[src/island_pkg.sv]
package island_pkg;

  // --------------------
  // Bus widths
  // --------------------
  localparam int unsigned AddrWidth = 32;
  localparam int unsigned DataWidth = 32;
  localparam int unsigned StrbWidth = DataWidth / 8;

  // --------------------
  // Address map
  // --------------------
  localparam int unsigned BankNumWords = 256;
  localparam logic [AddrWidth-1:0] BankBytes = AddrWidth'(BankNumWords * 4);

  localparam logic [AddrWidth-1:0] Bank0Base   = 32'h0000_0000;
  localparam logic [AddrWidth-1:0] Bank1Base   = 32'h0000_0400;
  localparam logic [AddrWidth-1:0] PeriphBase  = 32'h0000_2000;
  localparam logic [AddrWidth-1:0] SocCtrlSize = 32'h0000_0010;

  // Boot address points into the peripheral region out of reset
  localparam logic [AddrWidth-1:0] BootAddrDefault = PeriphBase + 32'h0000_0080;

  localparam logic [DataWidth-1:0] ErrRspData = 32'hBADC_AB1E;

  // SoC control register offsets
  localparam logic [AddrWidth-1:0] RegBootAddrOff = 32'h0;
  localparam logic [AddrWidth-1:0] RegFetchEnOff  = 32'h4;
  localparam logic [AddrWidth-1:0] RegBootModeOff = 32'h8;

  // --------------------
  // Enums
  // --------------------
  typedef enum logic [1:0] {
    BootPassive   = 2'd0,
    BootJtag      = 2'd1,
    BootPreloaded = 2'd2
  } bootmode_e;

  typedef enum logic [1:0] {
    TgtBank0   = 2'd0,
    TgtBank1   = 2'd1,
    TgtSocCtrl = 2'd2,
    TgtError   = 2'd3
  } target_e;

  typedef enum logic [1:0] {
    ArbIdle = 2'd0,
    ArbWait = 2'd1,
    ArbRsp  = 2'd2
  } arb_state_e;

endpackage

[src/soc_ctrl_regs.sv]
`timescale 1ns/1ps

module soc_ctrl_regs (
  input  logic                             clk_i,
  input  logic                             rst_ni,
  input  logic                             req_i,
  input  logic                             we_i,
  input  logic [island_pkg::AddrWidth-1:0] addr_i,
  input  logic [island_pkg::DataWidth-1:0] wdata_i,
  input  island_pkg::bootmode_e            bootmode_i,
  input  logic                             fetch_enable_i,
  output logic [island_pkg::DataWidth-1:0] rdata_o,
  output logic                             err_o,
  output logic                             fetch_enable_o,
  output logic [island_pkg::AddrWidth-1:0] boot_addr_o
);
  import island_pkg::*;

  logic                 first_cycle_q;
  logic [AddrWidth-1:0] boot_addr_q;
  logic                 fetchen_q;
  bootmode_e            bootmode_q;
  logic [DataWidth-1:0] rdata_d;
  logic                 err_d;
  logic                 wr;

  assign wr = req_i & we_i;

  // --------------------
  // Read decode
  // --------------------
  always_comb begin
    rdata_d = '0;
    err_d   = 1'b0;
    case (addr_i)
      RegBootAddrOff: rdata_d = boot_addr_q;
      RegFetchEnOff:  rdata_d = DataWidth'(fetchen_q);
      RegBootModeOff: rdata_d = DataWidth'(bootmode_q);
      default:        err_d   = 1'b1;
    endcase
  end

  // --------------------
  // Registers
  // --------------------
  always_ff @(posedge clk_i or negedge rst_ni) begin
    if (!rst_ni) begin
      first_cycle_q <= 1'b1;
      boot_addr_q   <= BootAddrDefault;
      fetchen_q     <= 1'b0;
      bootmode_q    <= BootPassive;
    end else begin
      first_cycle_q <= 1'b0;
      if (wr && addr_i == RegBootAddrOff) begin
        boot_addr_q <= wdata_i;
      end
      // Hardware capture takes the first edge after reset
      if (first_cycle_q) begin
        bootmode_q <= bootmode_i;
        fetchen_q  <= (bootmode_i == BootJtag);
      end else if (wr) begin
        if (addr_i == RegFetchEnOff) fetchen_q <= wdata_i[0];
        if (addr_i == RegBootModeOff) bootmode_q <= bootmode_e'(wdata_i[1:0]);
      end
    end
  end

  always_ff @(posedge clk_i or negedge rst_ni) begin
    if (!rst_ni) begin
      rdata_o <= '0;
      err_o   <= 1'b0;
    end else if (req_i) begin
      rdata_o <= we_i ? '0 : rdata_d;
      err_o   <= err_d;
    end
  end

  assign fetch_enable_o = fetchen_q | fetch_enable_i;
  assign boot_addr_o    = boot_addr_q;

endmodule

[config.mk]
export PLATFORM = sky130hd
export DESIGN_NAME = soc_ctrl_regs
export DESIGN_NICKNAME = d
export VERILOG_FILES = /design/src/island_pkg.sv /design/src/soc_ctrl_regs.sv
export SDC_FILE = /design/constraint.sdc
export NUM_CORES = 1
export LEC_CHECK = 0
export BUFFER_PORTS_ARGS = -buffer_cell sky130_fd_sc_hd__buf_2
export CAP_MARGIN = 20
export CORE_MARGIN = 2
export CORE_UTILIZATION = 47
export DETAILED_ROUTE_END_ITERATION = 10
export GPL_ROUTABILITY_DRIVEN = 1
export PLACE_DENSITY_LB_ADDON = 0.05
export SYNTH_ARGS = -nofsm -noshare
export SYNTH_HDL_FRONTEND = slang
export SYNTH_SLANG_ARGS = --single-unit
[constraint.sdc]
create_clock -name clk_i -period 1.8 [get_ports clk_i]
set_clock_uncertainty 0.15 [all_clocks]
set_input_delay 0.18 -clock clk_i [delete_from_list [all_inputs] [get_ports clk_i]]
set_output_delay 0.18 -clock clk_i [all_outputs]
set_load 0.005 [all_outputs]
; ---- Word-level counts from Yosys, hierarchy flattened
; Index checks and enable logic that the tools add are counted.
[totals]
output_inout_bits = 66
word_cells = 28
ff_bits = 69
[op_classes]
bitwise_logic = 2
mux = 9
n_reduce_logical = 8
n_eq_ne = 3
[ops]
columns = operator, n
row1 = case mux 32 bit (3 select lines), 1
row2 = == test 32 x 3 -> 1 bit (second input constant), 1
row3 = == test 32 x 4 -> 1 bit (second input constant), 1
row4 = zero test 32 bit, 1
row5 = two-way mux 32 bit, 1
row6 = two-way mux 2 bit, 3
row7 = nonzero test 2 bit, 3
row8 = two-way mux 1 bit, 4
row9 = AND reduction 2 bit, 2
row10 = OR reduction 3 bit, 1
row11 = == test 2 x 1 -> 1 bit (second input constant), 1
row12 = bitwise AND 1 bit, 1
row13 = logical AND 1 bit, 1
row14 = bitwise OR 1 bit, 1

; ---- Depth between registers and ports, before layout
[depth]
word_depth = 4
depth_mapped = 7
mapped_depth_nobuf = 4

; ---- Worst setup path after synthesis
; No wires, ideal clock.
[synth_path]
path_type = in2reg
start = input port addr_i[1] (netlist bit)
end = register boot_addr_q[15] (netlist: boot_addr_o[15])
cell_stages = 6
path_buffers = 2
t_arrival_ps = 1536
slack_ps = -11
required_ps = 1525
path_cell_list = nor4_1 > and4_1 > and4_1 > clkbuf_2 > buf_4 > mux2_2
[synth_via]
elab_chain_len = 2
[synth_lines]
columns = item, line
row1 = start: declaration, soc_ctrl_regs.sv:8  ; input logic [island_pkg::AddrWidth-1:0] addr_i,
row2 = zero test 32 bit, soc_ctrl_regs.sv:54  ; if (wr && addr_i == RegBootAddrOff) begin
row3 = logical AND 1 bit, soc_ctrl_regs.sv:54
row4 = end signal: assignment, soc_ctrl_regs.sv:49  ; boot_addr_q <= BootAddrDefault;
row5 = end signal: assignment, soc_ctrl_regs.sv:55  ; boot_addr_q <= wdata_i;
row6 = end: declaration, soc_ctrl_regs.sv:20  ; logic [AddrWidth-1:0] boot_addr_q;
; Every way passes these cells.
; A chain may end at the register's enable or synchronous reset.

; ---- Worst setup path in the final report
[layout_path]
start = input port addr_i[18] (netlist bit)
end = register boot_addr_q[16] (netlist: boot_addr_o[16])
; Same word-level chain as after synthesis.

==> results.yml <==
job:
  cap_violations: 0
route:
  routed.top_layer: "met4"
  dr_wl_met3_um: 565
  via_per_inst: 5.04
  postRouteAntennaNets: 0
  drt-wirelength-per-cell_um: 14.8
  route.detailed.drc: 0
  first_iter_violations: 131
  dr.pass1.iters: 4
  vias: 2645
  wl_met2_um: 3630
  met1_length_um: 3410
  routed_wl_um: 7760
placed_design:
  dp_slack_ns: -0.260
  hpwl_um: 5030
  place_inst: 475
  io_buffers: 136
  gp_congestion: 0.841
layout:
  area_growth_syn_to_layout_pct: 44.2
  drive_above_1_share: 0.538
  register_area_um2: 1730
  nets: 514
  fin_cells: 525
  fill_cells: 504
  multi_input_area_um2: 1170
  n_antenna_cell: 0
hold_path:
  worstHoldEndpoint: "bootmode_q[0]"
  hold_start: "bootmode_i[0]"
  hold_path.class: "in -> reg"
  holdPathStages: 4
synth:
  yosysTopAreaCell: "dfrtp_1"
  yosysWarnings: 0
  ys_async_sr_fraction: 1.00
  syn_nets: 334
  ys.flop_type: "dfrtp_1"
  synth.distinct_cells: 36
  syn_inst: 263
  synth.area.top_cells: "dfrtp_1 (53%), mux2_2 (11%), or3b_2 (8.5%)"
  ys_seq_elements: 69
  seq_area_frac_synth: 0.557
  syn_area_um2: 3110
  synth_top_area_share: 0.532
  synth.avg_cell_area_um2: 11.8
  synth-edff-count: 0
critical_path:
  crit_chain: "buf_2, nor4_2, and4_1, and4_2, buf_12, mux2_2"
  cp-end-kind: "flop"
  slowest_delay_ns: 0.34
  cp.arrival_ns: 1.74
  crit_required_ns: 1.86
  worstReg2RegStart: "boot_addr_o[13]"
  r2r_slack_ns: 0.48
  crit_type: "in -> reg"
  r2r_cells: 2
  critPathBufInv: 2
  reg2reg_to: "rdata_o[13]"
  crit_family: "simple AND/OR/NAND/NOR gates"
  cp-start-kind: "primary input"
  cp_slowest_cell: "nor4_2"
  path_max_fanout: 18
cts:
  clock_path_buffers: 2
  clockRootBuffer: "clkbuf_8"
  clkTransAtPathRegs_ns: 0.07
  cts.sinks: 69
  htreeDepth: 3
  clk_latency_ns: 0.34
  cts_made_buffers: 9
  cts_setup_buffers: 0
  cts_tree: "done"
die:
  start_util: 0.486
  die_w_um: 85.3
  die_y_um: 85.3
  dieArea_um2: 7270
  fp-row-count: 29
  io_pins: 137
  coreArea_um2: 6390
power:
  peakVddDrop_mv: 0.659
  pwr_density_cell_nw_per_um2: 646
  leakage_nw: 2.25
global_route:
  antenna_found_initial: 0
  globalRouteOverflowTotal: 0
  grt_pass1_vias: 2678
  grt_max_degree: 70
  track_usage: 0.222
  grt_pass1_wl_um: 12900
timing:
  rsz0062_at_grt: "no"
  setup_ws_ns: 0.119
  hold_viol: 0
  finalCritPeriodShare: 0.934
  setup_viol: 0
  slew_viol_final: 0
  period_minus_slack_ns: 1.68
  max_clock_freq_ghz: 0.595
run_status:
  outcome: "complete, no violations"
==> Yosys cell counts (3+ instances only) <==
cell	n
dfrtp_1	66
inv_1	34
mux2_2	31
o22ai_1	30
or3b_2	30
clkbuf_1	9
nor4_1	7
nor2_1	6
nand2_1	5
buf_6	4
buf_4	3
dfstp_2	3
mux2i_1	3
nand4_1	3
==> worst max path at each step <==
| stage | from | to | slack (ns) | depth (start not counted) |
|---|---|---|---|---|
| global placement | addr_i[18] | boot_addr_o[20] | -0.24 | 6 |
| CTS | addr_i[18] | boot_addr_o[16] | 0.08 | 6 |
| floorplan | addr_i[22] | boot_addr_o[15] | 0.03 | 6 |
| global route | addr_i[18] | boot_addr_o[22] | 0.01 | 6 |
| finish | addr_i[18] | boot_addr_o[16] | 0.12 | 6 |
| detailed placement | addr_i[18] | boot_addr_o[27] | -0.26 | 6 |
==> per-stage QoR <==
step           total power [mW]  utilization  instance area (µm²)  TNS [ns]  hold WS (ns)
6_report                   2.89        0.701                 4480         0        0.0714
5_1_grt                    3.03        0.701                 4480         0        0.0990
4_1_cts                    2.93        0.701                 4480         0        0.0677
3_5_place_dp               1.80        0.622                 3970    -11.72        0.0852
3_3_place_gp               1.80        0.622                 3970    -11.14        0.0859
2_1_floorplan              1.65            -                 3140         0        -0.266
==> what timing repair did <==
item                                    CTS  global route
gates resized for setup                   0             1
endpoints found under the setup margin    0            10
hold buffers                             34             0
endpoints found under the hold margin    99             0
==> final cells by class <==
type                            count  area share
Timing Repair Buffer              187       0.265
Clock inverter                      5     0.00671
Clock buffer                       11      0.0293
Sequential cell                    69       0.387
Tap cell                           77      0.0215
Multi-Input combinational cell    142       0.262
Inverter                           34      0.0285
==> kinds of logic (layout without fill, tap and decap cells) <==
logic type / Yosys count / after routing / share of synthesized area
and+or+nand+nor: 64 / 64 / 0.147
buffers and inverters: 52 / 237 / 0.0769
muxes: 35 / 35 / 0.126
other: 1 / 1 / 0.00121
DFF: 69 / 69 / 0.557
AOI/OAI and AO/OA: 42 / 42 / 0.0919
==> where the power goes <==
| part | internal [mW] | total [mW] | switching, mW | leakage [nW] |
|---|---|---|---|---|
| sequential | 1.56 | 1.56 | 0.00506 | 0.942 |
| clock | 0.494 | 1.06 | 0.571 | 0.0791 |
| combinational | 0.139 | 0.264 | 0.125 | 1.23 |
| total | 2.19 | 2.89 | 0.701 | 2.25 |
==> routing by layer <==
layer | GRT usage | vias to the layer above
li1 | - | 1298
met1 | 0.288 | 1226
met2 | 0.363 | 107
met3 | 0.0593 | 14
met4 | 0.0765 | 0
met5 | 0 | -
==> flip-flops by register name, indices dropped and copies added (netlist names) <==
| register | count |
|---|---|
| err_o | 1 |
| bootmode_q | 2 |
| first_cycle_q | 1 |
| boot_addr_o | 32 |
| rdata_o | 32 |
| fetchen_q | 1 |
==> cells in the final DEF (no fill, tap or decap), types with 3 or more instances in the layout <==
cell type,Yosys,layout
buf_12,0,3
buf_2,1,136
buf_4,3,14
clkbuf_8,0,9
clkinv_2,0,3
dfrtp_1,66,66
dfstp_2,3,3
dlygate4sd3_1,0,34
inv_1,34,34
mux2_2,31,31
mux2i_1,3,3
nand2_1,5,5
nand4_1,3,3
nor2_1,6,6
nor4_2,0,6
o22ai_1,30,30
or3b_2,30,30
==> tightest hold or removal path, delay by kind of cell <==
kind / cells / cell delay (ns)
buffers and inverters: 1 / 0.07
and+or+nand+nor: 1 / 0.05
AOI/OAI and AO/OA: 2 / 0.20
(Power assumes the default switching activity.)
