File: src/island_pkg.sv
package island_pkg;

  // --------------------
  // Bus widths
  // --------------------
  localparam int unsigned AddrWidth = 32;
  localparam int unsigned DataWidth = 32;
  localparam int unsigned StrbWidth = DataWidth / 8;

  // --------------------
  // Address map
  // --------------------
  localparam int unsigned BankNumWords = 256;
  localparam logic [AddrWidth-1:0] BankBytes = AddrWidth'(BankNumWords * 4);

  localparam logic [AddrWidth-1:0] Bank0Base   = 32'h0000_0000;
  localparam logic [AddrWidth-1:0] Bank1Base   = 32'h0000_0400;
  localparam logic [AddrWidth-1:0] PeriphBase  = 32'h0000_2000;
  localparam logic [AddrWidth-1:0] SocCtrlSize = 32'h0000_0010;

  // Boot address points into the peripheral region out of reset
  localparam logic [AddrWidth-1:0] BootAddrDefault = PeriphBase + 32'h0000_0080;

  localparam logic [DataWidth-1:0] ErrRspData = 32'hBADC_AB1E;

  // SoC control register offsets
  localparam logic [AddrWidth-1:0] RegBootAddrOff = 32'h0;
  localparam logic [AddrWidth-1:0] RegFetchEnOff  = 32'h4;
  localparam logic [AddrWidth-1:0] RegBootModeOff = 32'h8;

  // --------------------
  // Enums
  // --------------------
  typedef enum logic [1:0] {
    BootPassive   = 2'd0,
    BootJtag      = 2'd1,
    BootPreloaded = 2'd2
  } bootmode_e;

  typedef enum logic [1:0] {
    TgtBank0   = 2'd0,
    TgtBank1   = 2'd1,
    TgtSocCtrl = 2'd2,
    TgtError   = 2'd3
  } target_e;

  typedef enum logic [1:0] {
    ArbIdle = 2'd0,
    ArbWait = 2'd1,
    ArbRsp  = 2'd2
  } arb_state_e;

endpackage

File: src/island_bus_if.sv
`timescale 1ns/1ps

interface island_bus_if;
  import island_pkg::*;

  // Request side
  logic                 req_valid;
  logic                 req_ready;
  logic [AddrWidth-1:0] addr;
  logic                 we;
  logic [StrbWidth-1:0] be;
  logic [DataWidth-1:0] wdata;

  // Response side, one cycle wide and without ready
  logic                 rsp_valid;
  logic [DataWidth-1:0] rdata;
  logic                 err;

  modport mgr (
    output req_valid, addr, we, be, wdata,
    input  req_ready, rsp_valid, rdata, err
  );

  modport sbr (
    input  req_valid, addr, we, be, wdata,
    output req_ready, rsp_valid, rdata, err
  );

endinterface

File: src/bus_arbiter.sv
`timescale 1ns/1ps

module bus_arbiter (
  input  logic                             clk_i,
  input  logic                             rst_ni,
  // Host manager
  input  logic                             host_req_valid_i,
  output logic                             host_req_ready_o,
  input  logic [island_pkg::AddrWidth-1:0] host_addr_i,
  input  logic                             host_we_i,
  input  logic [island_pkg::StrbWidth-1:0] host_be_i,
  input  logic [island_pkg::DataWidth-1:0] host_wdata_i,
  output logic                             host_rsp_valid_o,
  input  logic                             host_rsp_ready_i,
  output logic [island_pkg::DataWidth-1:0] host_rdata_o,
  output logic                             host_err_o,
  // Debug manager
  input  logic                             dbg_req_valid_i,
  output logic                             dbg_req_ready_o,
  input  logic [island_pkg::AddrWidth-1:0] dbg_addr_i,
  input  logic                             dbg_we_i,
  input  logic [island_pkg::StrbWidth-1:0] dbg_be_i,
  input  logic [island_pkg::DataWidth-1:0] dbg_wdata_i,
  output logic                             dbg_rsp_valid_o,
  input  logic                             dbg_rsp_ready_i,
  output logic [island_pkg::DataWidth-1:0] dbg_rdata_o,
  output logic                             dbg_err_o,
  // Shared bus
  island_bus_if.mgr                        bus
);
  import island_pkg::*;

  arb_state_e           state_q, state_d;
  logic                 gnt_dbg_q;
  logic                 idle;
  logic                 gnt_host, gnt_dbg;
  logic                 bus_hs;
  logic                 rsp_ready_sel;
  logic [DataWidth-1:0] rdata_q;
  logic                 err_q;

  assign idle = (state_q == ArbIdle);

  // Round robin, the side not granted last wins a tie
  assign gnt_host = host_req_valid_i & (~dbg_req_valid_i | gnt_dbg_q);
  assign gnt_dbg  = dbg_req_valid_i & (~host_req_valid_i | ~gnt_dbg_q);

  assign host_req_ready_o = idle & bus.req_ready & ~gnt_dbg;
  assign dbg_req_ready_o  = idle & bus.req_ready & ~gnt_host;

  assign bus.req_valid = idle & (gnt_host | gnt_dbg);
  assign bus.addr      = gnt_dbg ? dbg_addr_i : host_addr_i;
  assign bus.we        = gnt_dbg ? dbg_we_i : host_we_i;
  assign bus.be        = gnt_dbg ? dbg_be_i : host_be_i;
  assign bus.wdata     = gnt_dbg ? dbg_wdata_i : host_wdata_i;

  assign bus_hs        = bus.req_valid & bus.req_ready;
  assign rsp_ready_sel = gnt_dbg_q ? dbg_rsp_ready_i : host_rsp_ready_i;

  always_comb begin
    state_d = state_q;
    unique case (state_q)
      ArbIdle: if (bus_hs) state_d = ArbWait;
      ArbWait: if (bus.rsp_valid) state_d = ArbRsp;
      ArbRsp:  if (rsp_ready_sel) state_d = ArbIdle;
      default: state_d = ArbIdle;
    endcase
  end

  always_ff @(posedge clk_i or negedge rst_ni) begin
    if (!rst_ni) begin
      state_q   <= ArbIdle;
      gnt_dbg_q <= 1'b1;
    end else begin
      state_q <= state_d;
      if (bus_hs) begin
        gnt_dbg_q <= gnt_dbg;
      end
    end
  end

  // Response is only on the bus for one cycle
  always_ff @(posedge clk_i) begin
    if (state_q == ArbWait && bus.rsp_valid) begin
      rdata_q <= bus.rdata;
      err_q   <= bus.err;
    end
  end

  assign host_rsp_valid_o = (state_q == ArbRsp) & ~gnt_dbg_q;
  assign dbg_rsp_valid_o  = (state_q == ArbRsp) & gnt_dbg_q;
  assign host_rdata_o     = rdata_q;
  assign dbg_rdata_o      = rdata_q;
  assign host_err_o       = err_q;
  assign dbg_err_o        = err_q;

  // --------------------
  // Assertions
  // --------------------
  // Both managers are held off once a grant has gone out
  a_ready_low_after_grant: assert property (@(posedge clk_i) disable iff (!rst_ni)
    bus_hs |=> !host_req_ready_o && !dbg_req_ready_o);

  a_rsp_held: assert property (@(posedge clk_i) disable iff (!rst_ni)
    (state_q == ArbRsp && !rsp_ready_sel)
      |=> state_q == ArbRsp && $stable(rdata_q) && $stable(err_q));

  // Router never answers without an outstanding grant
  a_no_rsp_in_idle: assert property (@(posedge clk_i) disable iff (!rst_ni)
    idle |-> !bus.rsp_valid);

endmodule

File: src/flat_wrapper.sv
// flat-port wrapper written by rule: the top's interface ports become plain ports
module bus_arbiter_flat import island_pkg::*;
  (clk_i, rst_ni, host_req_valid_i, host_req_ready_o, host_addr_i, host_we_i, host_be_i, host_wdata_i, host_rsp_valid_o, host_rsp_ready_i, host_rdata_o, host_err_o, dbg_req_valid_i, dbg_req_ready_o, dbg_addr_i, dbg_we_i, dbg_be_i, dbg_wdata_i, dbg_rsp_valid_o, dbg_rsp_ready_i, dbg_rdata_o, dbg_err_o, bus_req_valid, bus_addr, bus_we, bus_be, bus_wdata, bus_req_ready, bus_rsp_valid, bus_rdata, bus_err);
  island_bus_if bus_i ();
  input  logic clk_i;
  input  logic rst_ni;
  input  logic host_req_valid_i;
  output logic host_req_ready_o;
  input  logic [island_pkg::AddrWidth-1:0] host_addr_i;
  input  logic host_we_i;
  input  logic [island_pkg::StrbWidth-1:0] host_be_i;
  input  logic [island_pkg::DataWidth-1:0] host_wdata_i;
  output logic host_rsp_valid_o;
  input  logic host_rsp_ready_i;
  output logic [island_pkg::DataWidth-1:0] host_rdata_o;
  output logic host_err_o;
  input  logic dbg_req_valid_i;
  output logic dbg_req_ready_o;
  input  logic [island_pkg::AddrWidth-1:0] dbg_addr_i;
  input  logic dbg_we_i;
  input  logic [island_pkg::StrbWidth-1:0] dbg_be_i;
  input  logic [island_pkg::DataWidth-1:0] dbg_wdata_i;
  output logic dbg_rsp_valid_o;
  input  logic dbg_rsp_ready_i;
  output logic [island_pkg::DataWidth-1:0] dbg_rdata_o;
  output logic dbg_err_o;
  output wire logic [$bits(bus_i.req_valid)-1:0] bus_req_valid;
  output wire logic [$bits(bus_i.addr)-1:0] bus_addr;
  output wire logic [$bits(bus_i.we)-1:0] bus_we;
  output wire logic [$bits(bus_i.be)-1:0] bus_be;
  output wire logic [$bits(bus_i.wdata)-1:0] bus_wdata;
  input wire logic [$bits(bus_i.req_ready)-1:0] bus_req_ready;
  input wire logic [$bits(bus_i.rsp_valid)-1:0] bus_rsp_valid;
  input wire logic [$bits(bus_i.rdata)-1:0] bus_rdata;
  input wire logic [$bits(bus_i.err)-1:0] bus_err;
  assign bus_req_valid = bus_i.req_valid;
  assign bus_addr = bus_i.addr;
  assign bus_we = bus_i.we;
  assign bus_be = bus_i.be;
  assign bus_wdata = bus_i.wdata;
  assign bus_i.req_ready = bus_req_ready;
  assign bus_i.rsp_valid = bus_rsp_valid;
  assign bus_i.rdata = bus_rdata;
  assign bus_i.err = bus_err;
  bus_arbiter u_core (.clk_i(clk_i), .rst_ni(rst_ni), .host_req_valid_i(host_req_valid_i), .host_req_ready_o(host_req_ready_o), .host_addr_i(host_addr_i), .host_we_i(host_we_i), .host_be_i(host_be_i), .host_wdata_i(host_wdata_i), .host_rsp_valid_o(host_rsp_valid_o), .host_rsp_ready_i(host_rsp_ready_i), .host_rdata_o(host_rdata_o), .host_err_o(host_err_o), .dbg_req_valid_i(dbg_req_valid_i), .dbg_req_ready_o(dbg_req_ready_o), .dbg_addr_i(dbg_addr_i), .dbg_we_i(dbg_we_i), .dbg_be_i(dbg_be_i), .dbg_wdata_i(dbg_wdata_i), .dbg_rsp_valid_o(dbg_rsp_valid_o), .dbg_rsp_ready_i(dbg_rsp_ready_i), .dbg_rdata_o(dbg_rdata_o), .dbg_err_o(dbg_err_o), .bus(bus_i));
endmodule
File: config.mk
export PLATFORM = sky130hd
export DESIGN_NAME = bus_arbiter_flat
export DESIGN_NICKNAME = d
export VERILOG_FILES = /design/src/island_pkg.sv /design/src/island_bus_if.sv /design/src/bus_arbiter.sv /design/src/flat_wrapper.sv
export SDC_FILE = /design/constraint.sdc
export NUM_CORES = 1
export LEC_CHECK = 0
export BUFFER_PORTS_ARGS = -buffer_cell sky130_fd_sc_hd__buf_2
export CAP_MARGIN = 20
export CORE_AREA = 2 2 122 124
export CTS_CLUSTER_DIAMETER = 150
export DETAILED_ROUTE_END_ITERATION = 8
export DIE_AREA = 0 0 124 126
export GPL_TIMING_DRIVEN = 0
export SYNTH_ARGS = -nofsm -noshare
export SYNTH_HDL_FRONTEND = slang
export SYNTH_SLANG_ARGS = --single-unit
File: constraint.sdc
create_clock -name clk_i -period 4.3 [get_ports clk_i]
set_clock_uncertainty 0.05 [all_clocks]
set_input_delay 0.43 -clock clk_i [delete_from_list [all_inputs] [get_ports clk_i]]
set_output_delay 0.43 -clock clk_i [all_outputs]
set_load 0.05 [all_outputs]
Yosys cells after proc, flatten, opt, wreduce, memory -nomap -nowiden. Cells that the tools add are included.

Eq/ne operators: 5. Multiplexer cells: 9. Reduce and logical (&&, ||, !) cells: 3. Bitwise gates (word level): 17.

Operators by type and width (number): $mux 32 (2); $and 1x1->1 (9); $mux 2 (3); $pmux 2 s3 (1); $not 1->1 (5); $mux 4 (1); $ne 2x2->1 const B (2); $or 1x1->1 (3); $reduce_and 3->1 (1); $eq 2x1->1 const B (1); $eq 2x2->1 const B (1); $logic_not 2->1 (1); $mux 1 (2); $ne 2x1->1 const B (1); $logic_and 1x1->1 (1).

Register bits after elaboration: 36. Logic and storage cells: 38.

Depth between registers and ports, before layout.
Depth in word-level cells: 8. Depth in mapped cells: 3. Gate-level depth less buffers: 3.

Worst setup path before layout. OpenSTA, ideal clock, no wires.

Path kind: input to register. From: input bus_rsp_valid. To: register u_core.err_q, in the netlist u_core.dbg_err_o (enable). Arrival: 1.889 ns. Stages on the path: 2. Slack: 1.938 ns. Required time: 3.827 ns. Path buffers: 0. Cells stage by stage: nand2_1 -> nor2_1.

Longest elaborated chain between the ends: 1.

Ends and longest elaborated chain: from (decl) (line flat_wrapper.sv:33) `input wire logic [$bits(bus_i.rsp_valid)-1:0] bus_rsp_valid;`; $logic_and 1x1->1 (line bus_arbiter.sv:84) `if (state_q == ArbWait && bus.rsp_valid) begin`; to (signal assigned) (line bus_arbiter.sv:86) `err_q <= bus.err;`; to (decl) (line bus_arbiter.sv:40) `logic err_q;`.

No other way between the ends. A chain may end at the register's enable or synchronous reset.

Worst setup path in the final report.
From: register u_core.gnt_dbg_q. To: output bus_wdata[18].

Longest elaborated chain between the ends: 4.

Ends and longest elaborated chain: from (decl) (line bus_arbiter.sv:34) `logic gnt_dbg_q;`; from (signal assigned) (line bus_arbiter.sv:77) `gnt_dbg_q <= gnt_dbg;`; $not 1->1 (line bus_arbiter.sv:46) `assign gnt_dbg = dbg_req_valid_i & (~host_req_valid_i | ~gnt_dbg_q);`; $or 1x1->1 (line bus_arbiter.sv:46); $and 1x1->1 (line bus_arbiter.sv:46); $mux 32 (line bus_arbiter.sv:55) `assign bus.wdata = gnt_dbg ? dbg_wdata_i : host_wdata_i;`; to (decl) (line flat_wrapper.sv:31) `output wire logic [$bits(bus_i.wdata)-1:0] bus_wdata;`.

No other way between the ends.

==> results.txt <==
CTS tree -> built
Area leader, netlist -> edfxtp_1
Worst EP required -> 3.82 ns
RSZ-0062 raised after global routing -> false
Hpwl dp -> 8210 µm
Crit path launch -> u_core.gnt_dbg_q
Maximum vdd drop -> 154 µV
Latest clock arrival within the worst-skew pair -> 0.28 ns
Dominant cells by area after synthesis -> edfxtp_1, mux2_2, buf_4, mux2_1, dfrtp_1
Max_cap viols -> 0
Crit path kind -> reg2out
Setup TNS -> 0 ns
H-tree levels -> 2
FF/Latch Area -> 1070 µm²
DIE HEIGHT -> 126 µm
Reg-to-reg endpoint -> u_core.dbg_rdata_o[22]
Clk network pwr share -> 0.170
Layout area overhead -> 86.7%
CP arrival -> 1.87 ns
Critical Path End -> bus_wdata[18]
Clock Tree Buf Depth -> 2
R2r setup slk -> 2.67 ns
Slew @ Worst Pin -> 0.895 ns
Top post-synthesis cells by count -> mux2_2, buf_4, edfxtp_1
Num ports -> 319
Reg2reg path depth -> 2
Min Clock Period, post-route -> 2.35 ns
GRT overflow -> 0
Number of synthesized flops with an enable pin -> 33
Die area -> 15600 µm²
Synthesized Nets -> 344
Post-synthesis cell area -> 2280 µm²
Final setup viols -> 0
Routed Antenna Nets -> 0
Static leakage -> 2.18 nW
Asr flop ratio synth -> 0.0833
Rel. slew slack -> 0.402
Cell with the most instances after synthesis -> mux2_2
Crit end category -> output port
Worst-path fanout max -> 10
P_int -> 1.00 mW
Final Hold Fails -> 0
Slew Viols, Final -> 0
Hold Path Class -> in2reg
Fillers -> 1544
Synth Register Bits -> 36
Share of layout cells above drive strength 1 -> 0.878
Post-synth cell types -> 17
Final #Nets -> 670
Status -> finished, final reports clean
CTS Root Cell -> clkbuf_16
Fmax -> 426 MHz
DR DRC count -> 0
Post-cts repair resize count -> 0
Most used DFF post-synth -> edfxtp_1
Gr usage total -> 0.106
Hold_ws -> 0.275 ns
Syn Inst Count -> 165
Met2 usage -> 0.190
Clock sink total -> 36
IO buf count -> 318
Top cell type's share of synthesized area -> 0.434
Warnings, synthesis -> 0
Final Cycle Share -> 0.546
Logic gate share of total power -> 0.586
Largest net degree at the start of global routing -> 34
Mean Syn Cell Area -> 13.8 µm²
Switching Power -> 0.977 mW
Worst setup SP type -> flop
PwrDens -> 464 nW/µm²
Placer congestion estimate -> 0.743
Met1 track demand over resource -> 0.124
Power, Total -> 1.98 mW
Reg2reg start -> u_core.state_q[0]
DRT iter0 DRCs -> 25
Multi-input logic area -> 903 µm²
First-pass GRT wire length -> 12300 µm
Routed via count -> 2489
Pre-antenna DRT Iters -> 4
WL per Instance -> 13.7 µm
Post-synthesis sequential area ratio -> 0.468
Top Usage Layer GRT -> met2
Met3 Use GR -> 0.0285
Clock transition at the registers of the reported paths -> 0.05 ns
Switching share of power -> 0.494
Sequential share of power -> 0.244
Initial Util -> 0.159
CORE AREA -> 14300 µm²
Die width -> 124 µm
Via density -> 3.68
DRT Wirelength -> 9250 µm
Post-CTS Setup Inserts -> 0
# rows -> 44
Number of global-route vias before repair -> 2215
CTS buffer count -> 5
Initial antenna violation count -> 2
-- kinds of logic (layout without fill, tap and decap cells) --
family / Yosys count / after routing / share of synthesized area
flip-flops: 36 / 36 / 0.468
buffers and inverters: 41 / 368 / 0.140
other: 0 / 1 / 0
AND/OR/NAND/NOR: 10 / 10 / 0.0175
AO/OA/AOI/OAI: 7 / 7 / 0.0247
multiplexers: 71 / 71 / 0.350
-- critical path, cell delays in order, from the launching register on --
cell and delay (ns):
dfstp_2 0.40, a21boi_4 0.34, buf_4 0.26, mux2_2 0.37
buf_2 0.22
-- metrics by stage --
stage	instance area (µm²)	cells	util	setup WS (ns)
floorplan	2280	165	-	1.94
CTS	4260	676	0.297	1.87
detailed placement	4110	667	0.287	1.99
global route	4260	676	0.297	1.80
global placement	4100	667	0.287	1.27
finish	4260	677	0.298	1.95
-- area by class of cell --
cell class,instances,area share
sequential,36,0.251
buffer,40,0.0740
antenna,1,0.000587
clock buffer,6,0.0302
inverter,1,0.000881
multi-input combinational,88,0.212
tap,184,0.0540
clock inverter,2,0.00176
timing repair buffer,319,0.376
-- state kept, by name, indices dropped and copies added (netlist names) --
signal              count
u_core.state_q          2
u_core.dbg_rdata_o     32
u_core.dbg_err_o        1
u_core.gnt_dbg_q        1
-- cell usage in the layout, fill, tap and decap left out, drive strengths merged --
| cell type | synthesis | routed |
|---|---|---|
| o22ai | 1 | 1 |
| nand2 | 3 | 3 |
| clkinv | 0 | 2 |
| nand2b | 1 | 1 |
| nor2 | 6 | 6 |
| a31o | 1 | 1 |
| o21a | 1 | 1 |
| dfstp | 1 | 1 |
| edfxtp | 33 | 33 |
| a21oi | 1 | 1 |
| mux2 | 71 | 71 |
| dfrtp | 2 | 2 |
| dlygate4sd3 | 0 | 1 |
| inv | 1 | 1 |
| clkbuf | 0 | 6 |
| diode | 0 | 1 |
| buf | 40 | 358 |
| a21boi | 1 | 1 |
| o21ai | 2 | 2 |
-- timing repair --
action | in CTS | in global routing
hold buffers | 1 | 0
endpoints found under the setup margin | 0 | 0
endpoints found under the hold margin | 2 | 0
-- power by group through the flow --
stage          registers (mW)  clock network [mW]  logic (mW)
2_1_floorplan           0.602                   0       0.770
3_3_place_gp            0.490                   0        1.16
3_5_place_dp            0.490                   0        1.17
4_1_cts                 0.484               0.353        1.17
5_1_grt                 0.491               0.370        1.22
6_report                0.483               0.337        1.16
-- worst min-delay path by stage --
stage	startpoint	end	cells past startpoint
3_3_place_gp	rst_ni	u_core.state_q[1]	1
5_1_grt	bus_rdata[9]	u_core.dbg_rdata_o[9]	1
6_report	bus_rdata[8]	u_core.dbg_rdata_o[8]	1
2_1_floorplan	rst_ni	u_core.state_q[0]	0
4_1_cts	bus_rdata[8]	u_core.dbg_rdata_o[8]	1
3_5_place_dp	rst_ni	u_core.state_q[1]	1
-- per-layer routing --
metal / wire length (µm) / vias up
met5: 12 / -
met1: 3480 / 1073
met3: 1160 / 8
met2: 4520 / 185
li1: - / 1221
met4: 74 / 2
(Power assumes the default switching activity.)
