<file path="config.mk">
export PLATFORM = sky130hd
export DESIGN_NAME = addr_router_flat
export DESIGN_NICKNAME = d
export VERILOG_FILES = /design/src/island_pkg.sv /design/src/island_bus_if.sv /design/src/addr_router.sv /design/src/flat_wrapper.sv
export SDC_FILE = /design/constraint.sdc
export NUM_CORES = 1
export LEC_CHECK = 0
export ABC_AREA = 1
export BUFFER_PORTS_ARGS = -buffer_cell sky130_fd_sc_hd__clkbuf_2
export CELL_PAD_IN_SITES_DETAIL_PLACEMENT = 0
export CELL_PAD_IN_SITES_GLOBAL_PLACEMENT = 1
export CORE_AREA = 4 4 119 121
export CTS_BUF_LIST = sky130_fd_sc_hd__clkbuf_8
export CTS_CLUSTER_SIZE = 14
export DETAILED_ROUTE_END_ITERATION = 16
export DIE_AREA = 0 0 123 125
export PLACE_DENSITY = 0.81
export SYNTH_ARGS = -nofsm -noshare
export SYNTH_HDL_FRONTEND = slang
export SYNTH_SLANG_ARGS = --single-unit
</file>
<file path="constraint.sdc">
create_clock -name clk_i -period 2.29 [get_ports clk_i]
set_input_delay 0.229 -clock clk_i [delete_from_list [all_inputs] [get_ports clk_i]]
set_output_delay 0.229 -clock clk_i [all_outputs]
set_load 0.03 [all_outputs]
</file>
<file path="src/island_pkg.sv">
package island_pkg;

  // --------------------
  // Bus widths
  // --------------------
  localparam int unsigned AddrWidth = 32;
  localparam int unsigned DataWidth = 32;
  localparam int unsigned StrbWidth = DataWidth / 8;

  // --------------------
  // Address map
  // --------------------
  localparam int unsigned BankNumWords = 256;
  localparam logic [AddrWidth-1:0] BankBytes = AddrWidth'(BankNumWords * 4);

  localparam logic [AddrWidth-1:0] Bank0Base   = 32'h0000_0000;
  localparam logic [AddrWidth-1:0] Bank1Base   = 32'h0000_0400;
  localparam logic [AddrWidth-1:0] PeriphBase  = 32'h0000_2000;
  localparam logic [AddrWidth-1:0] SocCtrlSize = 32'h0000_0010;

  // Boot address points into the peripheral region out of reset
  localparam logic [AddrWidth-1:0] BootAddrDefault = PeriphBase + 32'h0000_0080;

  localparam logic [DataWidth-1:0] ErrRspData = 32'hBADC_AB1E;

  // SoC control register offsets
  localparam logic [AddrWidth-1:0] RegBootAddrOff = 32'h0;
  localparam logic [AddrWidth-1:0] RegFetchEnOff  = 32'h4;
  localparam logic [AddrWidth-1:0] RegBootModeOff = 32'h8;

  // --------------------
  // Enums
  // --------------------
  typedef enum logic [1:0] {
    BootPassive   = 2'd0,
    BootJtag      = 2'd1,
    BootPreloaded = 2'd2
  } bootmode_e;

  typedef enum logic [1:0] {
    TgtBank0   = 2'd0,
    TgtBank1   = 2'd1,
    TgtSocCtrl = 2'd2,
    TgtError   = 2'd3
  } target_e;

  typedef enum logic [1:0] {
    ArbIdle = 2'd0,
    ArbWait = 2'd1,
    ArbRsp  = 2'd2
  } arb_state_e;

endpackage

</file>
<file path="src/island_bus_if.sv">
`timescale 1ns/1ps

interface island_bus_if;
  import island_pkg::*;

  // Request side
  logic                 req_valid;
  logic                 req_ready;
  logic [AddrWidth-1:0] addr;
  logic                 we;
  logic [StrbWidth-1:0] be;
  logic [DataWidth-1:0] wdata;

  // Response side, one cycle wide and without ready
  logic                 rsp_valid;
  logic [DataWidth-1:0] rdata;
  logic                 err;

  modport mgr (
    output req_valid, addr, we, be, wdata,
    input  req_ready, rsp_valid, rdata, err
  );

  modport sbr (
    input  req_valid, addr, we, be, wdata,
    output req_ready, rsp_valid, rdata, err
  );

endinterface

</file>
<file path="src/addr_router.sv">
`timescale 1ns/1ps

module addr_router (
  input  logic                             clk_i,
  input  logic                             rst_ni,
  island_bus_if.sbr                        bus,
  // Target strobes
  output logic                             bank0_req_o,
  output logic                             bank1_req_o,
  output logic                             soc_req_o,
  // Common target request fields
  output logic [island_pkg::AddrWidth-1:0] tgt_addr_o,
  output logic                             tgt_we_o,
  output logic [island_pkg::StrbWidth-1:0] tgt_be_o,
  output logic [island_pkg::DataWidth-1:0] tgt_wdata_o,
  // Target responses
  input  logic [island_pkg::DataWidth-1:0] bank0_rdata_i,
  input  logic [island_pkg::DataWidth-1:0] bank1_rdata_i,
  input  logic [island_pkg::DataWidth-1:0] soc_rdata_i,
  input  logic                             soc_err_i
);
  import island_pkg::*;

  target_e              tgt_d, tgt_q;
  logic                 pending_q;
  logic                 we_q;
  logic                 hs;
  logic [AddrWidth-1:0] off_bank0, off_bank1, off_soc;

  // Offsets wrap below each base, so one compare covers both bounds
  assign off_bank0 = bus.addr - Bank0Base;
  assign off_bank1 = bus.addr - Bank1Base;
  assign off_soc   = bus.addr - PeriphBase;

  always_comb begin
    if (off_bank0 < BankBytes) begin
      tgt_d      = TgtBank0;
      tgt_addr_o = off_bank0;
    end else if (off_bank1 < BankBytes) begin
      tgt_d      = TgtBank1;
      tgt_addr_o = off_bank1;
    end else if (off_soc < SocCtrlSize) begin
      tgt_d      = TgtSocCtrl;
      tgt_addr_o = off_soc;
    end else begin
      tgt_d      = TgtError;
      tgt_addr_o = bus.addr;
    end
  end

  assign bus.req_ready = ~pending_q;
  assign hs            = bus.req_valid & bus.req_ready;

  assign bank0_req_o = hs & (tgt_d == TgtBank0);
  assign bank1_req_o = hs & (tgt_d == TgtBank1);
  assign soc_req_o   = hs & (tgt_d == TgtSocCtrl);
  assign tgt_we_o    = bus.we;
  assign tgt_be_o    = bus.be;
  assign tgt_wdata_o = bus.wdata;

  always_ff @(posedge clk_i or negedge rst_ni) begin
    if (!rst_ni) begin
      pending_q <= 1'b0;
      tgt_q     <= TgtError;
      we_q      <= 1'b0;
    end else begin
      pending_q <= hs;
      if (hs) begin
        tgt_q <= tgt_d;
        we_q  <= bus.we;
      end
    end
  end

  // Response mux, valid one edge after the handshake
  assign bus.rsp_valid = pending_q;

  always_comb begin
    bus.rdata = '0;
    bus.err   = 1'b0;
    unique case (tgt_q)
      TgtBank0: bus.rdata = bank0_rdata_i;
      TgtBank1: bus.rdata = bank1_rdata_i;
      TgtSocCtrl: begin
        bus.rdata = soc_rdata_i;
        bus.err   = soc_err_i;
      end
      default: begin
        bus.rdata = we_q ? '0 : ErrRspData;
        bus.err   = 1'b1;
      end
    endcase
  end

  // Manager holds off while a response is pending
  a_no_req_while_pending: assert property (@(posedge clk_i) disable iff (!rst_ni)
    pending_q |-> !bus.req_valid);

endmodule

</file>
<file path="src/flat_wrapper.sv">
// flat-port wrapper written by rule: the top's interface ports become plain ports
module addr_router_flat import island_pkg::*;
  (clk_i, rst_ni, bank0_req_o, bank1_req_o, soc_req_o, tgt_addr_o, tgt_we_o, tgt_be_o, tgt_wdata_o, bank0_rdata_i, bank1_rdata_i, soc_rdata_i, soc_err_i, bus_req_valid, bus_addr, bus_we, bus_be, bus_wdata, bus_req_ready, bus_rsp_valid, bus_rdata, bus_err);
  island_bus_if bus_i ();
  input  logic clk_i;
  input  logic rst_ni;
  output logic bank0_req_o;
  output logic bank1_req_o;
  output logic soc_req_o;
  output logic [island_pkg::AddrWidth-1:0] tgt_addr_o;
  output logic tgt_we_o;
  output logic [island_pkg::StrbWidth-1:0] tgt_be_o;
  output logic [island_pkg::DataWidth-1:0] tgt_wdata_o;
  input  logic [island_pkg::DataWidth-1:0] bank0_rdata_i;
  input  logic [island_pkg::DataWidth-1:0] bank1_rdata_i;
  input  logic [island_pkg::DataWidth-1:0] soc_rdata_i;
  input  logic soc_err_i;
  input wire logic [$bits(bus_i.req_valid)-1:0] bus_req_valid;
  input wire logic [$bits(bus_i.addr)-1:0] bus_addr;
  input wire logic [$bits(bus_i.we)-1:0] bus_we;
  input wire logic [$bits(bus_i.be)-1:0] bus_be;
  input wire logic [$bits(bus_i.wdata)-1:0] bus_wdata;
  output wire logic [$bits(bus_i.req_ready)-1:0] bus_req_ready;
  output wire logic [$bits(bus_i.rsp_valid)-1:0] bus_rsp_valid;
  output wire logic [$bits(bus_i.rdata)-1:0] bus_rdata;
  output wire logic [$bits(bus_i.err)-1:0] bus_err;
  assign bus_i.req_valid = bus_req_valid;
  assign bus_i.addr = bus_addr;
  assign bus_i.we = bus_we;
  assign bus_i.be = bus_be;
  assign bus_i.wdata = bus_wdata;
  assign bus_req_ready = bus_i.req_ready;
  assign bus_rsp_valid = bus_i.rsp_valid;
  assign bus_rdata = bus_i.rdata;
  assign bus_err = bus_i.err;
  addr_router u_core (.clk_i(clk_i), .rst_ni(rst_ni), .bus(bus_i), .bank0_req_o(bank0_req_o), .bank1_req_o(bank1_req_o), .soc_req_o(soc_req_o), .tgt_addr_o(tgt_addr_o), .tgt_we_o(tgt_we_o), .tgt_be_o(tgt_be_o), .tgt_wdata_o(tgt_wdata_o), .bank0_rdata_i(bank0_rdata_i), .bank1_rdata_i(bank1_rdata_i), .soc_rdata_i(soc_rdata_i), .soc_err_i(soc_err_i));
endmodule
</file>
After elaboration in Yosys (flattened, before gate mapping)
Index checks and enable logic that the tools add are counted.
W data, S select, Z words.
{ "totals": {"word_cells": 29, "register_bits": 4, "input_bits": 169} }
{ "op_classes": {"eq_ne": 4, "reduce_logical": 3, "add_sub_neg": 2, "n_bitwise": 5, "n_lt_le_gt_ge": 3, "n_mux": 9} }
{ "ops": {"columns": ["operator", "count"], "rows": [
  ["$mux W32", 4],
  ["$pmux W32 S3", 1],
  ["$lt A32 B11 Y1 const B", 2],
  ["$lt A32 B5 Y1 const B", 1],
  ["$sub A32 B11 Y32 const B", 1],
  ["$sub A32 B14 Y32 const B", 1],
  ["$and A1 B1 Y1", 4],
  ["$eq A2 B1 Y1 const B", 2],
  ["$eq A2 B2 Y1 const B", 2],
  ["$logic_not A2 Y1", 2],
  ["$mux W2", 2],
  ["$pmux W1 S2", 1],
  ["$reduce_or A2 Y1", 1],
  ["$mux W1", 1],
  ["$not A1 Y1", 1]
]} }

Depth between registers and ports, before layout
Gate-level depths: netlist of the first run.
{ "logic_depth": {"ltp_word": 7, "depth_mapped": 16, "ltp_nobuf": 16} }

Worst setup path before layout of the first run
OpenSTA, ideal clock, no wires.
{ "synth_timing": {"path_kind": "input-to-output", "start": "in bus_addr[10]", "end": "out bank1_req_o", "required_time_ns": 2.061, "setup_slack_ns": 0.161, "arrival_ns": 1.900, "path_buffers": 0, "stages": 14, "cell_sequence": "inv_1 > ha_1 > inv_2 > nor2_2 > nand3_1 > o21ai_0 > nand2_1 > inv_1 > nand2_1 > nor2_1 > nand2_1 > nor2_2 > nand2_2 > nor2_1"} }
{ "synth_between": {"elab_chain_cells": 7, "elab_cells_between_ends": 10, "cone_classes": "2 x add/sub; 3 x order compare; 1 x eq/ne; 3 x mux; 1 x bitwise"} }
{ "synth_lines": {"columns": ["element", "line_no", "source"], "rows": [
  ["from (decl)", "flat_wrapper.sv:19", "input wire logic [$bits(bus_i.addr)-1:0] bus_addr;"],
  ["$sub A32 B14 Y32", "addr_router.sv:33", "assign off_soc = bus.addr - PeriphBase;"],
  ["$lt A32 B5 Y1", "addr_router.sv:42", "end else if (off_soc < SocCtrlSize) begin"],
  ["$mux W1", "addr_router.sv:42", null],
  ["$mux W2", "addr_router.sv:39", "end else if (off_bank1 < BankBytes) begin"],
  ["$mux W2 (*)", "addr_router.sv:36", "if (off_bank0 < BankBytes) begin"],
  ["$eq A2 B1 Y1 (*)", "addr_router.sv:55", "assign bank1_req_o = hs & (tgt_d == TgtBank1);"],
  ["$and A1 B1 Y1 (*)", "addr_router.sv:55", null],
  ["to (decl)", "flat_wrapper.sv:8", "output logic bank1_req_o;"]
]} }
Mark *: on every way between the ends. The rest lies on a longest branch, timed or not.

Worst setup path in the final report of the first run
{ "layout_timing": {"start": "in bus_addr[11]", "end": "out soc_req_o"} }
{ "layout_between": {"elab_chain_cells": 7, "elab_cells_between_ends": 10, "cone_classes": "2 x add/sub; 3 x order compare; 1 x eq/ne; 3 x mux; 1 x bitwise"} }
{ "layout_lines": {"columns": ["element", "line_no", "source"], "rows": [
  ["$sub A32 B14 Y32", "addr_router.sv:33", null],
  ["$lt A32 B5 Y1", "addr_router.sv:42", null],
  ["$mux W1", "addr_router.sv:42", null],
  ["$mux W2", "addr_router.sv:39", null],
  ["$mux W2 (*)", "addr_router.sv:36", null],
  ["$eq A2 B2 Y1 (*)", "addr_router.sv:56", "assign soc_req_o = hs & (tgt_d == TgtSocCtrl);"],
  ["$and A1 B1 Y1 (*)", "addr_router.sv:56", null],
  ["to (decl)", "flat_wrapper.sv:9", "output logic soc_req_o;"]
]} }
Marks and branches as above.

==> results of run 1 <==
-- metal layers --
layer	GRT usage, %	up-vias
li1	-	2070
met1	20.21	1740
met2	28.24	187
met3	3.613	25
met4	3.518	0
met5	0	-
-- cell families after synthesis --
family	share of synthesized area, %
buffers and inverters	22.54
DFF	3.624
xor gates and xnor gates	3.093
AOI/OAI and AO/OA	2.209
and+or+nand+nor	66.33
adders and majority gates	2.209
-- cells in the mapped netlist (all sizes together) --
master / number
nand2: 228
nor2: 85
nand3: 50
buf: 49
inv: 45
nand4: 30
clkbuf: 26
xor2: 10
nand3b: 7
o21ai: 7
ha: 5
nor3: 5
a21oi: 4
dfrtp: 2
dfstp: 2
and2: 1
nor4b: 1
o21a: 1
or2: 1
-- power by group --
| part | switching (uW) | internal (uW) | total (uW) |
|---|---|---|---|
| combinational | 717 | 363 | 1080 |
| clock | 43.2 | 115 | 158 |
| sequential | 8.27 | 82.4 | 90.6 |
-- cell type report --
cell class / count / area [um^2]
Clock inverter: 1 / 3.754
Multi-Input combinational cell: 435 / 2248
Timing Repair Buffer: 252 / 1458
Inverter: 45 / 176.4
Clock buffer: 3 / 41.29
Fill cell: 1487 / 8835
Tap cell: 176 / 220.2
Sequential cell: 4 / 102.6
-- sequential cells by signal (all words and copies together) (netlist names) --
name                  cells
u_core.we_q               1
u_core.bus.rsp_valid      1
u_core.tgt_q              2
-- through the flow --
step | util, % | cells | setup slack, ps | area (um^2)
floorplan | - | 559 | 160.5 | 2831
global placement | 30.39 | 908 | -181.2 | 3976
detailed placement | 30.39 | 908 | -165.4 | 3976
CTS | 31.22 | 913 | 17.16 | 4085
global route | 32.48 | 916 | -97.93 | 4250
finish | 32.48 | 916 | 44.57 | 4250
-- worst max-delay path, stage by stage --
cell and delay [ps]:
buf_8 100, inv_4 50, ha_4 150, inv_4 40, nor2_4 150, nand2_2 100
buf_6 130, xor2_4 150, nor2_1 100, nand2_1 60, nor2_1 100, nand2_1 80
nor2_2 140, nand2_2 120, nand2_2 90, nor2_1 40, buf_4 170
-- cells in the final DEF, fill, tap and decap left out, types with 4 or more instances in the layout --
cell / instances
nand2_2: 16
xor2_1: 8
o21ai_0: 5
buf_4: 55
nor2_4: 13
nor2_1: 47
nand2_1: 210
nor3_1: 5
buf_2: 4
nor2_2: 24
clkbuf_2: 186
nand4_1: 30
nand3b_1: 6
nand3_1: 46
inv_1: 40
-- path summary, 6_finish.rpt --
kind / start / to / slack, ps / depth (start not counted)
min in group asynchronous: rst_ni / u_core.bus.rsp_valid / 350 / 2
max reg2reg: u_core.bus.rsp_valid / u_core.tgt_q[1] / 1050 / 6
min reg2reg: u_core.tgt_q[1] / u_core.tgt_q[1] / 510 / 2
max: bus_addr[11] / soc_req_o / 40 / 17
min: bus_we / u_core.we_q / 270 / 3
max in group asynchronous: rst_ni / u_core.tgt_q[1] / 1730 / 2
-- repair_timing --
item	in CTS	in global routing
setup buffers	0	3
gates resized for setup	14	45
pin swaps	0	13
gates cloned	0	0
setup endpoints to repair	8	8
hold buffers	1	0
hold endpoints to repair	4	0
==> results.tsv, run 1 <==
stage	metric	value	unit
floorplanning	core area	13090	um^2
drt	final wirelength	13230	um
drt	metal2 WL	6331	um
logic_synthesis	register bit total from synthesis	4	
sta	fmax	445.3	MHz
worst_setup_path	Worst setup EP type	output port	
logic_synthesis	top cells by area, synth	nand2_1, buf_4, nand3_1, nor2_1, nand4_1	
worst_setup_path	WP data required	2060	ps
power_and_ir_drop	Overall Power	1328	uW
floorplanning	die area	15380	um^2
cells_and_area	area delta synth->final	50.11	%
logic_synthesis	sequential fraction of the synthesis area	3.624	%
power_and_ir_drop	leakage	0.002321	uW
sta	final worst-path cycle share	98.05	%
drt	WL per Instance	14.44	um
logic_synthesis	share of the synthesized area in the top cell type	28.63	%
drt	router iterations before antenna repair	6	
clock_tree	CTS tree	yes	
logic_synthesis	Cells after Synth	559	
worst_setup_path	critical path type	input pin to output port	
worst_setup_path	CP startpoint kind	input pin	
cells_and_area	layout cell share with drive strength beyond 1	44.46	%
clock_tree	later-pin clock latency in the skew report	220	ps
run	max_cap viols	0	
clock_tree	CTS sink count	4	
placement	Placer Congestion	0.9449	
drt	uppermost layer routed	met4	
sta	fin crit period	2245	ps
floorplanning	initial core utilization	21.64	%
worst_setup_path	crit path max fanout	3	
sta	Min Hold Slack	268.3	ps
floorplanning	Die Y	125	um
drt	WL met3	1270	um
cells_and_area	diode count	0	
placement	port bufs	195	
floorplanning	Die Wd	123	um
drt	Initial DRC Count	242	
logic_synthesis	syn_area_per_cell	5.065	um^2
clock_tree	root buffer cell	clkbuf_8	
global_route	largest net degree at the start of global routing	33	
logic_synthesis	Mapped Area	2831	um^2
sta	final setup fails	0	
floorplanning	IO Count	276	
power_and_ir_drop	power density cells	312.5	nW/um^2
sta	Worst Max-Slew Pin Slew	371.7	ps
drt	routed vias	4022	
cells_and_area	NumNets Final	915	
sta	Worst Skew	3.892	ps
global_route	GRT overflow	0	
clock_tree	Inserted Clock Buffers	3	
global_route	GRT Util Overall	16.19	%
drt	drt drc	0	
global_route	first-pass GRT wire length	19780	um
worst_hold_path	HP Class	input pin to flip-flop	
logic_synthesis	count of different cell masters after synthesis	29	
sta	Final Hold Fails	0	
logic_synthesis	Synth area leader	nand2_1	
sta	Fin Setup TNS	0	ps
sta	RSZ-0062 raised after global routing	yes	
sta	Max-Slew Margin vs Limit	75.19	%
sta	final max-slew violation count	0	
drt	antenna viol nets, final	0	
clock_tree	H-tree Lvls	1	
worst_setup_path	crit path DAT	2020	ps
global_route	vias in the first global route	3806	
floorplanning	Core Rows	42	
power_and_ir_drop	Peak VDD IR	0.1674	mV
run_status	outcome	complete, no violations	
logic_synthesis	syn nets	733	
clock_tree	Clock transition at path regs	40	ps
drt	wl on met1	5425	um
placement	Final HPWL DP	11660	um
global_route	initial antenna violation count	0	
logic_synthesis	yosys warns	0	
drt	Vias/cell	4.391	
clock_tree	Longest Clk Path Bufs	2	
No activity file was read; power rests on OpenSTA's default activity.
==> inputs of run 2 (changes only) <==
--- a/config.mk
+++ b/config.mk
@@ -6,15 +6,15 @@
 export NUM_CORES = 1
 export LEC_CHECK = 0
 export ABC_AREA = 1
-export BUFFER_PORTS_ARGS = -buffer_cell sky130_fd_sc_hd__clkbuf_2
 export CELL_PAD_IN_SITES_DETAIL_PLACEMENT = 0
 export CELL_PAD_IN_SITES_GLOBAL_PLACEMENT = 1
-export CORE_AREA = 4 4 119 121
+export CORE_AREA = 4 4 105 107
 export CTS_BUF_LIST = sky130_fd_sc_hd__clkbuf_8
 export CTS_CLUSTER_SIZE = 14
 export DETAILED_ROUTE_END_ITERATION = 16
-export DIE_AREA = 0 0 123 125
-export PLACE_DENSITY = 0.81
+export DIE_AREA = 0 0 109 111
+export DONT_BUFFER_PORTS = 1
+export PLACE_DENSITY = 0.62
 export SYNTH_ARGS = -nofsm -noshare
 export SYNTH_HDL_FRONTEND = slang
 export SYNTH_SLANG_ARGS = --single-unit
==> results.tsv, run 2 (same netlist as run 1, synthesis figures left out) <==
stage	metric	value	unit
sta	final setup fails	0	
worst_setup_path	max incr delay on CP	260	ps
sta	fmax	462.4	MHz
sta	Min Hold Slack	139.9	ps
drt	WL per Instance	17.49	um
cells_and_area	layout cell share with drive strength beyond 1	17.02	%
drt	routed vias	3352	
power_and_ir_drop	leakage	0.001344	uW
sta	PnR worst setup slack	127.3	ps
clock_tree	CTS tree	yes	
drt	final wirelength	11440	um
cells_and_area	commonest non-fill, non-tap cell in the layout	nand2_1	
drt	Initial DRC Count	258	
cells_and_area	area delta synth->final	0.9279	%
placement	Placer Congestion	0.8972	
worst_setup_path	path depth of the worst reg2reg path	5	
floorplanning	core area	10140	um^2
cells_and_area	post-layout util	28.19	%
sta	final max-slew violation count	0	
placement	DP Area	2690	um^2
run_status	outcome	complete, no violations	
worst_hold_path	HP Class	input pin to flip-flop	
global_route	initial antenna violation count	2	
global_route	GRT overflow	0	
floorplanning	Core Rows	37	
clock_tree	later-pin clock latency in the skew report	220	ps
placement	Final HPWL DP	9801	um
floorplanning	Die Wd	109	um
sta	Max-Slew Margin vs Limit	53.18	%
power_and_ir_drop	Overall Power	938.9	uW
cells_and_area	design area	2858	um^2
global_route	GRT Util Overall	17.00	%
drt	drt drc	0	
drt	antenna viol nets, final	0	
power_and_ir_drop	Peak VDD IR	0.1475	mV
floorplanning	IO Count	276	
worst_setup_path	Worst setup EP type	output port	
sta	fin crit period	2163	ps
worst_setup_path	crit path max fanout	7	
worst_setup_path	CP startpoint kind	input pin	
worst_setup_path	CP dominant cell by count	nor2_1	
worst_setup_path	crit path DAT	1930	ps
worst_setup_path	cells along the critical path	inv_1 > ha_1 > nand2_2 > buf_4 > nand3b_1 > nand2_1 > nor2_1 > nand2_1 > nor2_1 > nand3_1 > nor2_2 > nor2_1 > buf_4	
worst_setup_path	reg-to-reg slack, setup	1130	ps
cells_and_area	max reg flops	2	
global_route	largest net degree at the start of global routing	33	
floorplanning	Die Y	111	um
worst_setup_path	Slowest-stage cell, CP	ha_1	
sta	Worst Skew	4.135	ps
global_route	first-pass GRT wire length	16300	um
run	max_cap viols	0	
worst_setup_path	critical path type	input pin to output port	
placement	dpl ws	-47.94	ps
clock_tree	Clock transition at path regs	30	ps
clock_tree	root buffer cell	clkbuf_8	
clock_tree	Inserted Clock Buffers	3	
floorplanning	initial core utilization	27.93	%
clock_tree	H-tree Lvls	1	
sta	final worst-path cycle share	94.44	%
clock_tree	Longest Clk Path Bufs	2	
sta	Worst Max-Slew Pin Slew	700.6	ps
drt	router iterations before antenna repair	5	
floorplanning	die area	12100	um^2
worst_setup_path	critical path depth	13	
worst_setup_path	delay-heaviest family, CP	simple AND/OR/NAND/NOR gates	
cells_and_area	Reg with most FFs	u_core.tgt_q	
power_and_ir_drop	power density cells	328.5	nW/um^2
sta	RSZ-0062 raised after global routing	yes	
sta	Final Hold Fails	0	
cells_and_area	NumNets Final	692	
worst_setup_path	WP data required	2060	ps
cells_and_area	most frequent cells in the layout	nand2_1, nor2_1, nand3_1	
placement	port bufs	0	
clock_tree	CTS sink count	4	
worst_setup_path	CP bufs+invs	3	
worst_hold_path	WHS Path Cells	2	
drt	Vias/cell	5.125	
global_route	vias in the first global route	3006	
==> run 2: metal layers <==
layer / vias up / track usage, % / wire (um)
li1: 1626 / - / -
met1: 1504 / 20.06 / 4458
met2: 200 / 30.84 / 5646
met3: 20 / 4.834 / 1225
met4: 2 / 2.020 / 98
met5: - / 0 / 13
==> run 2: repair_timing <==
item	4_1_cts	5_1_grt
setup buffers	0	6
hold buffers	1	0
gates resized for setup	1	13
hold endpoints to repair	4	0
gates cloned	0	2
pin swaps	0	4
setup endpoints to repair	6	40
==> run 2: power by group <==
| group | internal (uW) | switching, uW |
|---|---|---|
| clock network | 115 | 39.4 |
| logic | 150 | 539 |
| registers | 82.5 | 14.0 |
==> run 2: worst paths after layout <==
| check | startpoint | to |
|---|---|---|
| setup / recovery | bus_addr[14] | tgt_addr_o[12] |
| hold / removal | bus_we | u_core.we_q |
| setup reg to reg | u_core.bus.rsp_valid | u_core.we_q |
| hold reg to reg | u_core.tgt_q[1] | u_core.tgt_q[1] |
| max in group asynchronous | rst_ni | u_core.tgt_q[0] |
| min in group asynchronous | rst_ni | u_core.bus.rsp_valid |
==> run 2: worst reg2reg max path, stage by stage, from the launching register on <==
cell,delay [ps]
dfrtp_1,530
inv_1,100
nand2_1,170
inv_1,110
nand2_1,60
o21ai_0,70
==> run 2: per-stage QoR <==
step | setup TNS, ps | std cells
2_1_floorplan | 0 | 559
3_3_place_gp | -83.74 | 640
5_1_grt | -112.0 | 653
3_5_place_dp | -144.3 | 640
4_1_cts | 0 | 645
6_report | 0 | 654
==> run 2: final cells by class <==
class	count	area (um^2)
sequential	4	102.6
tap	136	170.2
multi-input combinational	437	2163
clock inverter	1	3.754
inverter	45	168.9
clock buffer	3	41.29
antenna	1	2.502
fill	1161	7281
timing repair buffer	27	205.2
